$ cat src/source/cuPkg.sv
package cuPkg;

  // Instruction fields
  localparam int OpcodeWidth = 6;
  localparam int FunctWidth = 6;

  localparam int OpWidth = 5;
  localparam int StateWidth = 4;

  // Control word field widths
  localparam int AluOpWidth = 3;
  localparam int SrcBWidth = 2;
  localparam int RegDstWidth = 2;
  localparam int MemToRegWidth = 4;
  localparam int AddrSrcWidth = 3;
  localparam int PcSourceWidth = 2;

  typedef enum logic [OpWidth-1:0] {
    opAdd, opSub, opAnd, opSlt, opJr, opMfhi, opMflo, opBreak, opRte,
    opAddi, opAddiu, opSlti, opLui, opSw, opJ, opJal, opInvalid
  } cuOp;

  typedef enum logic [StateWidth-1:0] {
    stReset, stFetchWait, stFetchPc, stIrLoad, stDecode,
    stExecute, stOverflow, stInvalid
  } cuState;

  // Opcodes
  localparam logic [OpcodeWidth-1:0] opcodeR = 6'b000000;
  localparam logic [OpcodeWidth-1:0] opcodeJ = 6'b000010;
  localparam logic [OpcodeWidth-1:0] opcodeJal = 6'b000011;
  localparam logic [OpcodeWidth-1:0] opcodeAddi = 6'b001000;
  localparam logic [OpcodeWidth-1:0] opcodeAddiu = 6'b001001;
  localparam logic [OpcodeWidth-1:0] opcodeSlti = 6'b001010;
  localparam logic [OpcodeWidth-1:0] opcodeLui = 6'b001111;
  localparam logic [OpcodeWidth-1:0] opcodeSw = 6'b101011;

  // R type funct values
  localparam logic [FunctWidth-1:0] functJr = 6'b001000;
  localparam logic [FunctWidth-1:0] functBreak = 6'b001101;
  localparam logic [FunctWidth-1:0] functMfhi = 6'b010000;
  localparam logic [FunctWidth-1:0] functMflo = 6'b010010;
  localparam logic [FunctWidth-1:0] functRte = 6'b010011;
  localparam logic [FunctWidth-1:0] functAdd = 6'b100000;
  localparam logic [FunctWidth-1:0] functSub = 6'b100010;
  localparam logic [FunctWidth-1:0] functAnd = 6'b100100;
  localparam logic [FunctWidth-1:0] functSlt = 6'b101010;

  // ALU operations
  localparam logic [AluOpWidth-1:0] aluNone = 3'd0;
  localparam logic [AluOpWidth-1:0] aluAdd = 3'd1;
  localparam logic [AluOpWidth-1:0] aluSub = 3'd2;
  localparam logic [AluOpWidth-1:0] aluAnd = 3'd3;
  localparam logic [AluOpWidth-1:0] aluSlt = 3'd7;

  localparam logic srcAPc = 1'b0;
  localparam logic srcARegA = 1'b1;

  localparam logic [SrcBWidth-1:0] srcBRegB = 2'd0;
  localparam logic [SrcBWidth-1:0] srcBFour = 2'd1;
  localparam logic [SrcBWidth-1:0] srcBImm = 2'd2;

  localparam logic [RegDstWidth-1:0] dstRt = 2'd0;
  localparam logic [RegDstWidth-1:0] dstRd = 2'd1;
  localparam logic [RegDstWidth-1:0] dstRa = 2'd2;

  // Register write-back sources
  localparam logic [MemToRegWidth-1:0] wbAlu = 4'd0;
  localparam logic [MemToRegWidth-1:0] wbHi = 4'd2;
  localparam logic [MemToRegWidth-1:0] wbLo = 4'd3;
  localparam logic [MemToRegWidth-1:0] wbLui = 4'd8;
  localparam logic [MemToRegWidth-1:0] wbSlt = 4'd10;

  // Memory address sources
  localparam logic [AddrSrcWidth-1:0] addrNone = 3'd0;
  localparam logic [AddrSrcWidth-1:0] addrOvfVector = 3'd1;
  localparam logic [AddrSrcWidth-1:0] addrInvVector = 3'd2;
  localparam logic [AddrSrcWidth-1:0] addrPc = 3'd3;
  localparam logic [AddrSrcWidth-1:0] addrAlu = 3'd4;

  localparam logic [PcSourceWidth-1:0] pcAlu = 2'd0;
  localparam logic [PcSourceWidth-1:0] pcJump = 2'd1;
  localparam logic [PcSourceWidth-1:0] pcMemVector = 2'd2;
  localparam logic [PcSourceWidth-1:0] pcEpc = 2'd3;

endpackage

$ cat src/source/opDecoder.sv
module opDecoder (
  input  logic [cuPkg::OpcodeWidth-1:0] opcode,
  input  logic [cuPkg::FunctWidth-1:0]  funct,
  output cuPkg::cuOp                    op
);

  cuPkg::cuOp rOp;
  cuPkg::cuOp iOp;

  // R type, selected by funct
  always_comb begin
    case (funct)
      cuPkg::functAdd: rOp = cuPkg::opAdd;
      cuPkg::functSub: rOp = cuPkg::opSub;
      cuPkg::functAnd: rOp = cuPkg::opAnd;
      cuPkg::functSlt: rOp = cuPkg::opSlt;
      cuPkg::functJr: rOp = cuPkg::opJr;
      cuPkg::functMfhi: rOp = cuPkg::opMfhi;
      cuPkg::functMflo: rOp = cuPkg::opMflo;
      cuPkg::functBreak: rOp = cuPkg::opBreak;
      cuPkg::functRte: rOp = cuPkg::opRte;
      default: rOp = cuPkg::opInvalid;
    endcase
  end

  // I and J type, selected by opcode
  always_comb begin
    case (opcode)
      cuPkg::opcodeAddi: iOp = cuPkg::opAddi;
      cuPkg::opcodeAddiu: iOp = cuPkg::opAddiu;
      cuPkg::opcodeSlti: iOp = cuPkg::opSlti;
      cuPkg::opcodeLui: iOp = cuPkg::opLui;
      cuPkg::opcodeSw: iOp = cuPkg::opSw;
      cuPkg::opcodeJ: iOp = cuPkg::opJ;
      cuPkg::opcodeJal: iOp = cuPkg::opJal;
      default: iOp = cuPkg::opInvalid;
    endcase
  end

  always_comb begin
    if (opcode == cuPkg::opcodeR) begin
      op = rOp;
    end else begin
      op = iOp;
    end
  end

endmodule

$ cat src/source/phaseSequencer.sv
module phaseSequencer #(
  parameter int FetchWaitCycles = 2
) (
  input  logic          clk,
  input  logic          reset,
  input  cuPkg::cuOp    op,
  input  logic          overflow,
  output cuPkg::cuState state,
  output cuPkg::cuOp    curOp
);

  localparam int CountWidth = (FetchWaitCycles > 1) ? $clog2(FetchWaitCycles) : 1;

  cuPkg::cuState nextState;
  logic [CountWidth-1:0] waitCount;
  logic lastWait;
  logic overflowTrap;

  // Memory read latency at the start of fetch
  assign lastWait = (waitCount == CountWidth'(FetchWaitCycles - 1));

  // Only the signed arithmetic ops trap
  assign overflowTrap = overflow &&
                        (curOp inside {cuPkg::opAdd, cuPkg::opSub, cuPkg::opAddi});

  always_comb begin
    nextState = state;
    case (state)
      cuPkg::stReset: nextState = cuPkg::stFetchWait;
      cuPkg::stFetchWait: begin
        if (lastWait) begin
          nextState = cuPkg::stFetchPc;
        end
      end
      cuPkg::stFetchPc: nextState = cuPkg::stIrLoad;
      cuPkg::stIrLoad: nextState = cuPkg::stDecode;
      cuPkg::stDecode: begin
        if (op == cuPkg::opInvalid) begin
          nextState = cuPkg::stInvalid;
        end else begin
          nextState = cuPkg::stExecute;
        end
      end
      cuPkg::stExecute: begin
        if (overflowTrap) begin
          nextState = cuPkg::stOverflow;
        end else begin
          nextState = cuPkg::stFetchWait;
        end
      end
      cuPkg::stOverflow,
      cuPkg::stInvalid: nextState = cuPkg::stFetchWait;
      default: nextState = cuPkg::stReset;
    endcase
  end

  always_ff @(posedge clk) begin
    if (reset) begin
      state <= cuPkg::stReset;
      waitCount <= '0;
      curOp <= cuPkg::opInvalid;
    end else begin
      state <= nextState;
      if (state == cuPkg::stFetchWait && !lastWait) begin
        waitCount <= waitCount + 1'b1;
      end else begin
        waitCount <= '0;
      end
      // Hold the decoded op through execute
      if (state == cuPkg::stDecode) begin
        curOp <= op;
      end
    end
  end

endmodule

$ cat src/source/controlWordGen.sv
module controlWordGen (
  input  cuPkg::cuState                     state,
  input  cuPkg::cuOp                        curOp,
  output logic                              pcWrite,
  output logic                              aWrite,
  output logic                              bWrite,
  output logic                              epcWrite,
  output logic                              irWrite,
  output logic                              regWrite,
  output logic                              memWrite,
  output logic [cuPkg::AluOpWidth-1:0]      aluOp,
  output logic                              aluSrcA,
  output logic [cuPkg::SrcBWidth-1:0]       aluSrcB,
  output logic [cuPkg::RegDstWidth-1:0]     regDst,
  output logic [cuPkg::MemToRegWidth-1:0]   memToReg,
  output logic [cuPkg::AddrSrcWidth-1:0]    addrSrc,
  output logic [cuPkg::PcSourceWidth-1:0]   pcSource,
  output logic                              resetOut
);

  always_comb begin
    pcWrite = 1'b0;
    aWrite = 1'b0;
    bWrite = 1'b0;
    epcWrite = 1'b0;
    irWrite = 1'b0;
    regWrite = 1'b0;
    memWrite = 1'b0;
    aluOp = cuPkg::aluNone;
    aluSrcA = cuPkg::srcAPc;
    aluSrcB = cuPkg::srcBRegB;
    regDst = cuPkg::dstRt;
    memToReg = cuPkg::wbAlu;
    addrSrc = cuPkg::addrNone;
    pcSource = cuPkg::pcAlu;
    resetOut = 1'b0;

    case (state)
      cuPkg::stReset: resetOut = 1'b1;
      cuPkg::stFetchWait: addrSrc = cuPkg::addrPc;
      cuPkg::stFetchPc: begin
        // PC + 4
        pcWrite = 1'b1;
        aluOp = cuPkg::aluAdd;
        aluSrcB = cuPkg::srcBFour;
      end
      cuPkg::stIrLoad: irWrite = 1'b1;
      cuPkg::stDecode: begin
        aWrite = 1'b1;
        bWrite = 1'b1;
      end
      cuPkg::stOverflow,
      cuPkg::stInvalid: begin
        epcWrite = 1'b1;
        pcWrite = 1'b1;
        pcSource = cuPkg::pcMemVector;
        if (state == cuPkg::stOverflow) begin
          addrSrc = cuPkg::addrOvfVector;
        end else begin
          addrSrc = cuPkg::addrInvVector;
        end
      end
      cuPkg::stExecute: begin
        case (curOp)
          cuPkg::opAdd, cuPkg::opSub, cuPkg::opAnd, cuPkg::opSlt: begin
            regWrite = 1'b1;
            aluSrcA = cuPkg::srcARegA;
            regDst = cuPkg::dstRd;
            case (curOp)
              cuPkg::opSub: aluOp = cuPkg::aluSub;
              cuPkg::opAnd: aluOp = cuPkg::aluAnd;
              cuPkg::opSlt: aluOp = cuPkg::aluSlt;
              default: aluOp = cuPkg::aluAdd;
            endcase
            if (curOp == cuPkg::opSlt) begin
              memToReg = cuPkg::wbSlt;
            end
          end
          cuPkg::opAddi, cuPkg::opAddiu, cuPkg::opSlti: begin
            regWrite = 1'b1;
            aluSrcA = cuPkg::srcARegA;
            aluSrcB = cuPkg::srcBImm;
            if (curOp == cuPkg::opSlti) begin
              aluOp = cuPkg::aluSlt;
              memToReg = cuPkg::wbSlt;
            end else begin
              aluOp = cuPkg::aluAdd;
            end
          end
          cuPkg::opLui: begin
            regWrite = 1'b1;
            memToReg = cuPkg::wbLui;
          end
          cuPkg::opMfhi, cuPkg::opMflo: begin
            regWrite = 1'b1;
            regDst = cuPkg::dstRd;
            memToReg = (curOp == cuPkg::opMfhi) ? cuPkg::wbHi : cuPkg::wbLo;
          end
          cuPkg::opSw: begin
            memWrite = 1'b1;
            aluOp = cuPkg::aluAdd;
            aluSrcA = cuPkg::srcARegA;
            aluSrcB = cuPkg::srcBImm;
            addrSrc = cuPkg::addrAlu;
          end
          cuPkg::opJr: begin
            pcWrite = 1'b1;
            aluSrcA = cuPkg::srcARegA;
          end
          cuPkg::opRte: begin
            pcWrite = 1'b1;
            pcSource = cuPkg::pcEpc;
          end
          cuPkg::opBreak: begin
            // Step the PC back to the break itself
            pcWrite = 1'b1;
            aluOp = cuPkg::aluSub;
            aluSrcB = cuPkg::srcBFour;
          end
          cuPkg::opJ, cuPkg::opJal: begin
            pcWrite = 1'b1;
            pcSource = cuPkg::pcJump;
            if (curOp == cuPkg::opJal) begin
              regWrite = 1'b1;
              regDst = cuPkg::dstRa;
            end
          end
          default: ;
        endcase
      end
      default: ;
    endcase
  end

endmodule

$ cat src/source/controlUnit.sv
module controlUnit #(
  parameter int FetchWaitCycles = 2
) (
  input  logic                              clk,
  input  logic                              reset,
  input  logic [cuPkg::OpcodeWidth-1:0]     opcode,
  input  logic [cuPkg::FunctWidth-1:0]      funct,
  input  logic                              overflow,
  output logic                              pcWrite,
  output logic                              aWrite,
  output logic                              bWrite,
  output logic                              epcWrite,
  output logic                              irWrite,
  output logic                              regWrite,
  output logic                              memWrite,
  output logic [cuPkg::AluOpWidth-1:0]      aluOp,
  output logic                              aluSrcA,
  output logic [cuPkg::SrcBWidth-1:0]       aluSrcB,
  output logic [cuPkg::RegDstWidth-1:0]     regDst,
  output logic [cuPkg::MemToRegWidth-1:0]   memToReg,
  output logic [cuPkg::AddrSrcWidth-1:0]    addrSrc,
  output logic [cuPkg::PcSourceWidth-1:0]   pcSource,
  output logic                              resetOut
);

  cuPkg::cuOp op;
  cuPkg::cuOp curOp;
  cuPkg::cuState state;

  opDecoder decoder0 (
    .opcode(opcode),
    .funct(funct),
    .op(op)
  );

  phaseSequencer #(
    .FetchWaitCycles(FetchWaitCycles)
  ) sequencer0 (
    .clk(clk),
    .reset(reset),
    .op(op),
    .overflow(overflow),
    .state(state),
    .curOp(curOp)
  );

  controlWordGen wordGen0 (
    .state(state),
    .curOp(curOp),
    .pcWrite(pcWrite),
    .aWrite(aWrite),
    .bWrite(bWrite),
    .epcWrite(epcWrite),
    .irWrite(irWrite),
    .regWrite(regWrite),
    .memWrite(memWrite),
    .aluOp(aluOp),
    .aluSrcA(aluSrcA),
    .aluSrcB(aluSrcB),
    .regDst(regDst),
    .memToReg(memToReg),
    .addrSrc(addrSrc),
    .pcSource(pcSource),
    .resetOut(resetOut)
  );

endmodule

$ cat config.mk
export PLATFORM = sky130hd
export DESIGN_NAME = controlUnit
export DESIGN_NICKNAME = d
export VERILOG_FILES = /design/src/source/cuPkg.sv /design/src/source/opDecoder.sv /design/src/source/phaseSequencer.sv /design/src/source/controlWordGen.sv /design/src/source/controlUnit.sv
export SDC_FILE = /design/constraint.sdc
export NUM_CORES = 1
export LEC_CHECK = 0
export BUFFER_PORTS_ARGS = -buffer_cell sky130_fd_sc_hd__buf_2
export CAP_MARGIN = 15
export CORE_AREA = 5 5 52 54
export DETAILED_ROUTE_END_ITERATION = 10
export DIE_AREA = 0 0 57 59
export PLACE_DENSITY = 0.81
export SYNTH_ARGS = -nofsm -noshare
export SYNTH_HDL_FRONTEND = slang
export SYNTH_SLANG_ARGS = --single-unit
$ cat constraint.sdc
create_clock -name clk -period 4.2 [get_ports clk]
set_input_delay 0.21 -clock clk [delete_from_list [all_inputs] [get_ports clk]]
set_output_delay 0.21 -clock clk [all_outputs]
set_load 0.005 [all_outputs]
======== After elaboration in Yosys (flattened, before gate mapping) ========
Index checks and enable logic that the tools add are counted.
word-level totals
  bits in registers ....................... 10
  bits of input ports ..................... 15
  output and inout bits ................... 25
  logic and storage cells ................. 104
cells by class
  add/sub/neg operators ................... 1
  mux-type cells .......................... 39
  bitwise logic cells ..................... 1
  reduce and logical (&&, ||, !) cells .... 20
  equality and inequality tests ........... 40
operators with widths
  operator                                                         number
  5-bit one-hot mux with 9 select lines                            1
  5-bit by 4-bit == test with 1-bit output, second input constant  8
  6-bit by 4-bit == test with 1-bit output, second input constant  6
  5-bit one-hot mux with 7 select lines                            1
  6-bit == test, second input constant                             5
  4-bit one-hot mux with 6 select lines                            1
  5-bit by 3-bit == test with 1-bit output, second input constant  4
  2-bit one-hot mux with 2 select lines                            5
  6-bit by 5-bit == test with 1-bit output, second input constant  3
  3-bit one-hot mux with 3 select lines                            2
  4-bit by 3-bit == test with 1-bit output, second input constant  4
  4-bit two-way mux                                                4
  4-bit one-hot mux with 4 select lines                            1
  6-bit by 2-bit == test with 1-bit output, second input constant  2
  1-bit two-way mux                                                12
  3-bit one-hot mux with 4 select lines                            1
  5-bit by 2-bit == test with 1-bit output, second input constant  2
  10-bit OR reduction                                              1
  3-bit two-way mux                                                3
  3-bit OR reduction                                               3
  9-bit OR reduction                                               1
  4-bit by 2-bit == test with 1-bit output, second input constant  2
  2-bit two-way mux                                                4
  2-bit OR reduction                                               4
  18 further kinds                                                 21

======== Longest topological paths before layout ========
  depth after elaboration ................. 6
  gate-level depth with buffers ........... 6

======== Hierarchy ========
From an unflattened synthesis, not the netlist that was laid out.
second synthesis, totals
  cell total of the unflattened synthesis .. 162
  area, all modules ....................... 1282.5 sq um
modules (own cells, without submodules)
  module          times used  cells each  area an instance (sq um)  sequential area each (sq um)
  controlWordGen  1           70          480.5                     0.0
  opDecoder       1           51          405.4                     0.0
  phaseSequencer  1           41          396.6                     180.2

======== Least setup slack after synthesis ========
No wires, ideal clock.
  path kind ............................... reg2out
  start point ............................. register sequencer0.state[1]
  end point ............................... output port addrSrc[2] (netlist bit)
  required time ........................... 3.990 ns
  path slack .............................. 2.573 ns
  stages on the path, launching flop included .. 7
  arrival time ............................ 1.417 ns
  path buffers ............................ 1
  path through ............................ dfxtp_1 -> clkbuf_1 -> inv_1 -> nand2_1 -> nor3b_1 -> nand3_1 -> nor3b_1
on the way
  cells in the longest elaborated chain, start to end .. 3
  elaborated cells between the ends (all ways) .. 6
  classes of those cells .................. eq/ne: 4; mux: 1; reduce/logical: 1
ends and longest elaborated chain
  item                                       RTL line              RTL
  start: declaration                         phaseSequencer.sv:8   output cuPkg::cuState state,
  start signal: assignment                   phaseSequencer.sv:59  state <= cuPkg::stReset;
  start signal: assignment                   phaseSequencer.sv:63  state <= nextState;
  4-bit by 3-bit == test with 1-bit output   controlWordGen.sv:38  case (state)
  2-bit OR reduction                         controlWordGen.sv:38
  3-bit one-hot mux with 3 select lines (*)  controlWordGen.sv:38
  end: declaration                           controlUnit.sv:21     output logic [cuPkg::AddrSrcWidth-1:0] addrSrc,
Mark *: on every way between the ends. The rest lies on a longest branch, timed or not.

======== Final worst setup path ========
Ends and elaborated chain as after synthesis.

==> impl_summary.log <==
[metrics] count of pins on the block boundary: 40
[metrics] area growth from synthesis to layout: 15.5%
[metrics] via count normalized by instance count: 5.76
[metrics] Arrival @ worst endpoint: 1.94 ns
[metrics] data required time at the worst endpoint: 3.99 ns
[metrics] net total in the final layout: 205
[metrics] antenna diode count: 0
[metrics] Hold Crit Class: input port to register
[metrics] first element of the critical path: sequencer0.state[1]
[metrics] Worst setup SP type: register
[metrics] max-cap violations: 0
[metrics] FF-to-FF Start: sequencer0.state[2]
[metrics] clock net sink count: 9
[metrics] horizontal die dimension: 57 µm
[metrics] final global-route overflow total: 0
[metrics] Post-synth EDFFs: 0
[metrics] Clock Latency Late Sink: 0.25 ns
[metrics] clock slew at reported path FFs: 0.06 ns
[metrics] sequential cell area fraction in the yosys report: 16.6%
[metrics] layout cell share with drive strength beyond 1: 23.8%
[metrics] worst stage delay on the critical path: 0.45 ns
[metrics] top achievable clock speed: 0.465 GHz
[metrics] setup repair after global routing missed its margin: false
[metrics] level count of the clock H-tree: 1
[metrics] cell family with most CP delay: simple AND/OR/NAND/NOR gates
[metrics] library cell contributing the largest single delay on the critical path: nor3b_1
[metrics] final weighted congestion in routability-driven placement: 0.852
[metrics] Pre-Repair DR Iteration Count: 4
[metrics] largest voltage drop on the vdd net: 0.113 mV
[metrics] worst-margin pin slew: 0.555 ns
[metrics] remaining max-slew budget at the tightest pin: 62.7%
[metrics] warning count from the yosys run: 0
[metrics] type of element capturing the critical path: output port
[metrics] Netlist cell types: 50
[metrics] r2r worst-path depth: 5
[metrics] full die area: 3360 µm²
[metrics] final clock period utilization by the worst path: 51.2%
[metrics] number of filler cells placed in the layout: 230
[metrics] total via count after detailed routing: 1251
[metrics] height of the die: 59 µm
[metrics] root buf cell: clkbuf_4
[metrics] cts-stage hold buffer count: 0
[metrics] Cell Chain, Critical Path: inv_1 -> nand2_1 -> nor3b_1 -> nand3_1 -> nor3b_1 -> buf_2
[metrics] multi-input combinational cell area: 798 µm²
[metrics] timing endpoint of the critical path: addrSrc[2]
[metrics] vias in the first global route: 1055
[metrics] Post-Route Skew: 0.00328 ns
[metrics] final instance area: 1250 µm²
[metrics] Finished Core Util: 57.7%
[metrics] clock tree from TritonCTS: built
[metrics] Worst Hold Depth: 2
[metrics] maximum fanout count along the critical path: 11
[metrics] total power divided by cell area: 209 nW/µm²
[metrics] Synth async-reset ratio: 0%
[metrics] post-CTS setup-driven buffer insertion count: 0
[metrics] area of the core region: 2170 µm²
[metrics] most used cell along the critical path: nor3b_1
[metrics] Post-CTS Resized: 0
[metrics] buffers from clock root to sink, at most: 2
[metrics] Post-Syn Area: 1080 µm²
[metrics] total setup violations reported at the end of the flow: 0
[metrics] post-placement cell area: 1230 µm²
[metrics] WS Path Type: register to output port
[metrics] final hold violation count: 0
[metrics] storage element area: 180 µm²
[metrics] post-DR wirelength/cell: 12.5 µm
[metrics] count of state elements after synthesis: 9
[metrics] average footprint of a synthesized cell: 6.61 µm²
[metrics] commonest register cell after synthesis: dfxtp_1
[metrics] leakage power of the design: 0.000526 µW
[metrics] final critical path time including I/O delays and setup: 2.15 ns
[metrics] initial antenna violation count: 0
[metrics] maximum number of pins on one net before global-route repair: 17
[metrics] TritonCTS buffer count: 3
[metrics] synthesized instance count: 164
[metrics] global-route wire length before repair: 4.49 mm
[metrics] Global Route Usage Sum: 16.1%
[metrics] setup tns final: 0 ns
[metrics] total nets after synthesis: 179
[metrics] result of the run: finished, final reports clean
[metrics] number of buffers added on ports: 38
[metrics] remaining antenna violation count: 0
[metrics] number of max-slew violations in the final report: 0
[metrics] worst hold margin: 0.241 ns
[metrics] Detailed Place HPWL: 2.12 mm
[metrics] final wirelength: 2.72 mm
[metrics] remaining design rule violation count: 0
[metrics] r2r setup slk: 2.52 ns
[metrics] Detailed Route Iter0 Violations: 25
[metrics] instance count on the critical path: 6
[metrics] Initial Util: 50.0%
[metrics] total buffers and inverters traversed by the critical path: 2
[metrics] endpoint of the worst-slack reg-to-reg timing path: sequencer0.state[1]
[metrics] placement row count: 17
-- synthesized netlist by cell type, types with 2 or more instances --
cell type / number / area, µm²
xor2_1: 2 / 17.5
nor4_1: 4 / 25.0
a221oi_1: 2 / 17.5
nor2_1: 21 / 78.8
or3_1: 3 / 18.8
buf_4: 2 / 15.0
dfxtp_1: 9 / 180
nor3b_1: 6 / 45.0
o21ai_1: 2 / 10.0
inv_1: 6 / 22.5
nand3_1: 5 / 25.0
clkbuf_1: 9 / 33.8
nor3_1: 3 / 15.0
a21oi_1: 8 / 40.0
nand3b_1: 2 / 15.0
o211a_1: 2 / 20.0
xnor2_1: 4 / 35.0
nand2_1: 20 / 75.1
buf_2: 4 / 20.0
nor4bb_1: 2 / 20.0
nor4b_1: 3 / 26.3
o21ai_0: 10 / 50.1
o31ai_1: 2 / 15.0
o21a_1: 2 / 15.0
a31oi_1: 3 / 18.8
nand2b_1: 2 / 12.5
a211oi_1: 3 / 22.5
-- state kept, by name, indices dropped and copies added, names as in the netlist --
signal               count
sequencer0.state         3
sequencer0.lastWait      1
sequencer0.curOp         5
-- worst min-delay path by stage --
| stage | startpoint | endpoint | slack (ns) |
|---|---|---|---|
| CTS | reset | sequencer0.curOp[2] | 0.23 |
| global placement | sequencer0.lastWait | sequencer0.lastWait | 0.44 |
| floorplan | opcode[2] | sequencer0.curOp[0] | 0.39 |
| finish | reset | sequencer0.curOp[2] | 0.24 |
| global route | reset | sequencer0.curOp[2] | 0.26 |
| detailed placement | sequencer0.lastWait | sequencer0.lastWait | 0.46 |
-- worst reg2reg max path: cells and delay by family, from the launching register on --
family	cells	cell delay [ns]
flip-flops	1	0.51
AND/OR/NAND/NOR	1	0.22
AO/OA/AOI/OAI	3	0.64
buffers and inverters	1	0.22
-- report_power, final --
| part | total [µW] | leakage, µW | switching, µW | internal (µW) |
|---|---|---|---|---|
| registers | 109 | 0.0000734 | 16.3 | 92.2 |
| clock network | 63.8 | 0.0000150 | 27.4 | 36.4 |
| logic | 89.4 | 0.000438 | 47.3 | 42.1 |
-- area by class of cell --
type | instances | area share [%]
tap | 28 | 2.80
inverter | 6 | 1.80
timing repair buffer | 38 | 15.2
sequential | 9 | 14.4
multi-input combinational | 132 | 63.7
clock buffer | 4 | 2.10
-- layer usage --
metal  GRT usage (%)  part of all wire (%)
met1            20.3                    44
met2            27.4                    46
met3            1.96                   7.7
met4            7.28                   2.6
met5               0                     0
-- placed cells by master (no fill, tap or decap), drive strengths merged, types with 3 or more instances in the layout --
master  instances
inv             6
or3             4
a211oi          3
o21ai          12
a21oi           8
dfxtp           9
nand3           5
nand2          20
clkbuf          4
nor4b           3
a31oi           3
nor3            3
nor3b           6
nor4            4
buf            38
xnor2           4
nor2           21
-- cells by family after synthesis --
| family | count (synthesis) | share of synthesized area, % |
|---|---|---|
| simple gates | 79 | 39.1 |
| compound gates | 45 | 28.3 |
| buf+inv | 23 | 9.80 |
| flops | 9 | 16.6 |
| xor+xnor | 6 | 4.84 |
| mux | 1 | 1.04 |
| other cells | 1 | 0.346 |
-- stage by stage --
| step | setup WS [ns] | cells | total power (µW) |
|---|---|---|---|
| final | 2.05 | 217 | 262 |
| after global routing | 1.83 | 217 | 280 |
| after CTS | 2.06 | 217 | 264 |
| after detailed placement | 2.35 | 213 | 199 |
| after global placement | 2.43 | 213 | 196 |
| after floorplan | 2.57 | 164 | 172 |
(Power assumes the default switching activity.)
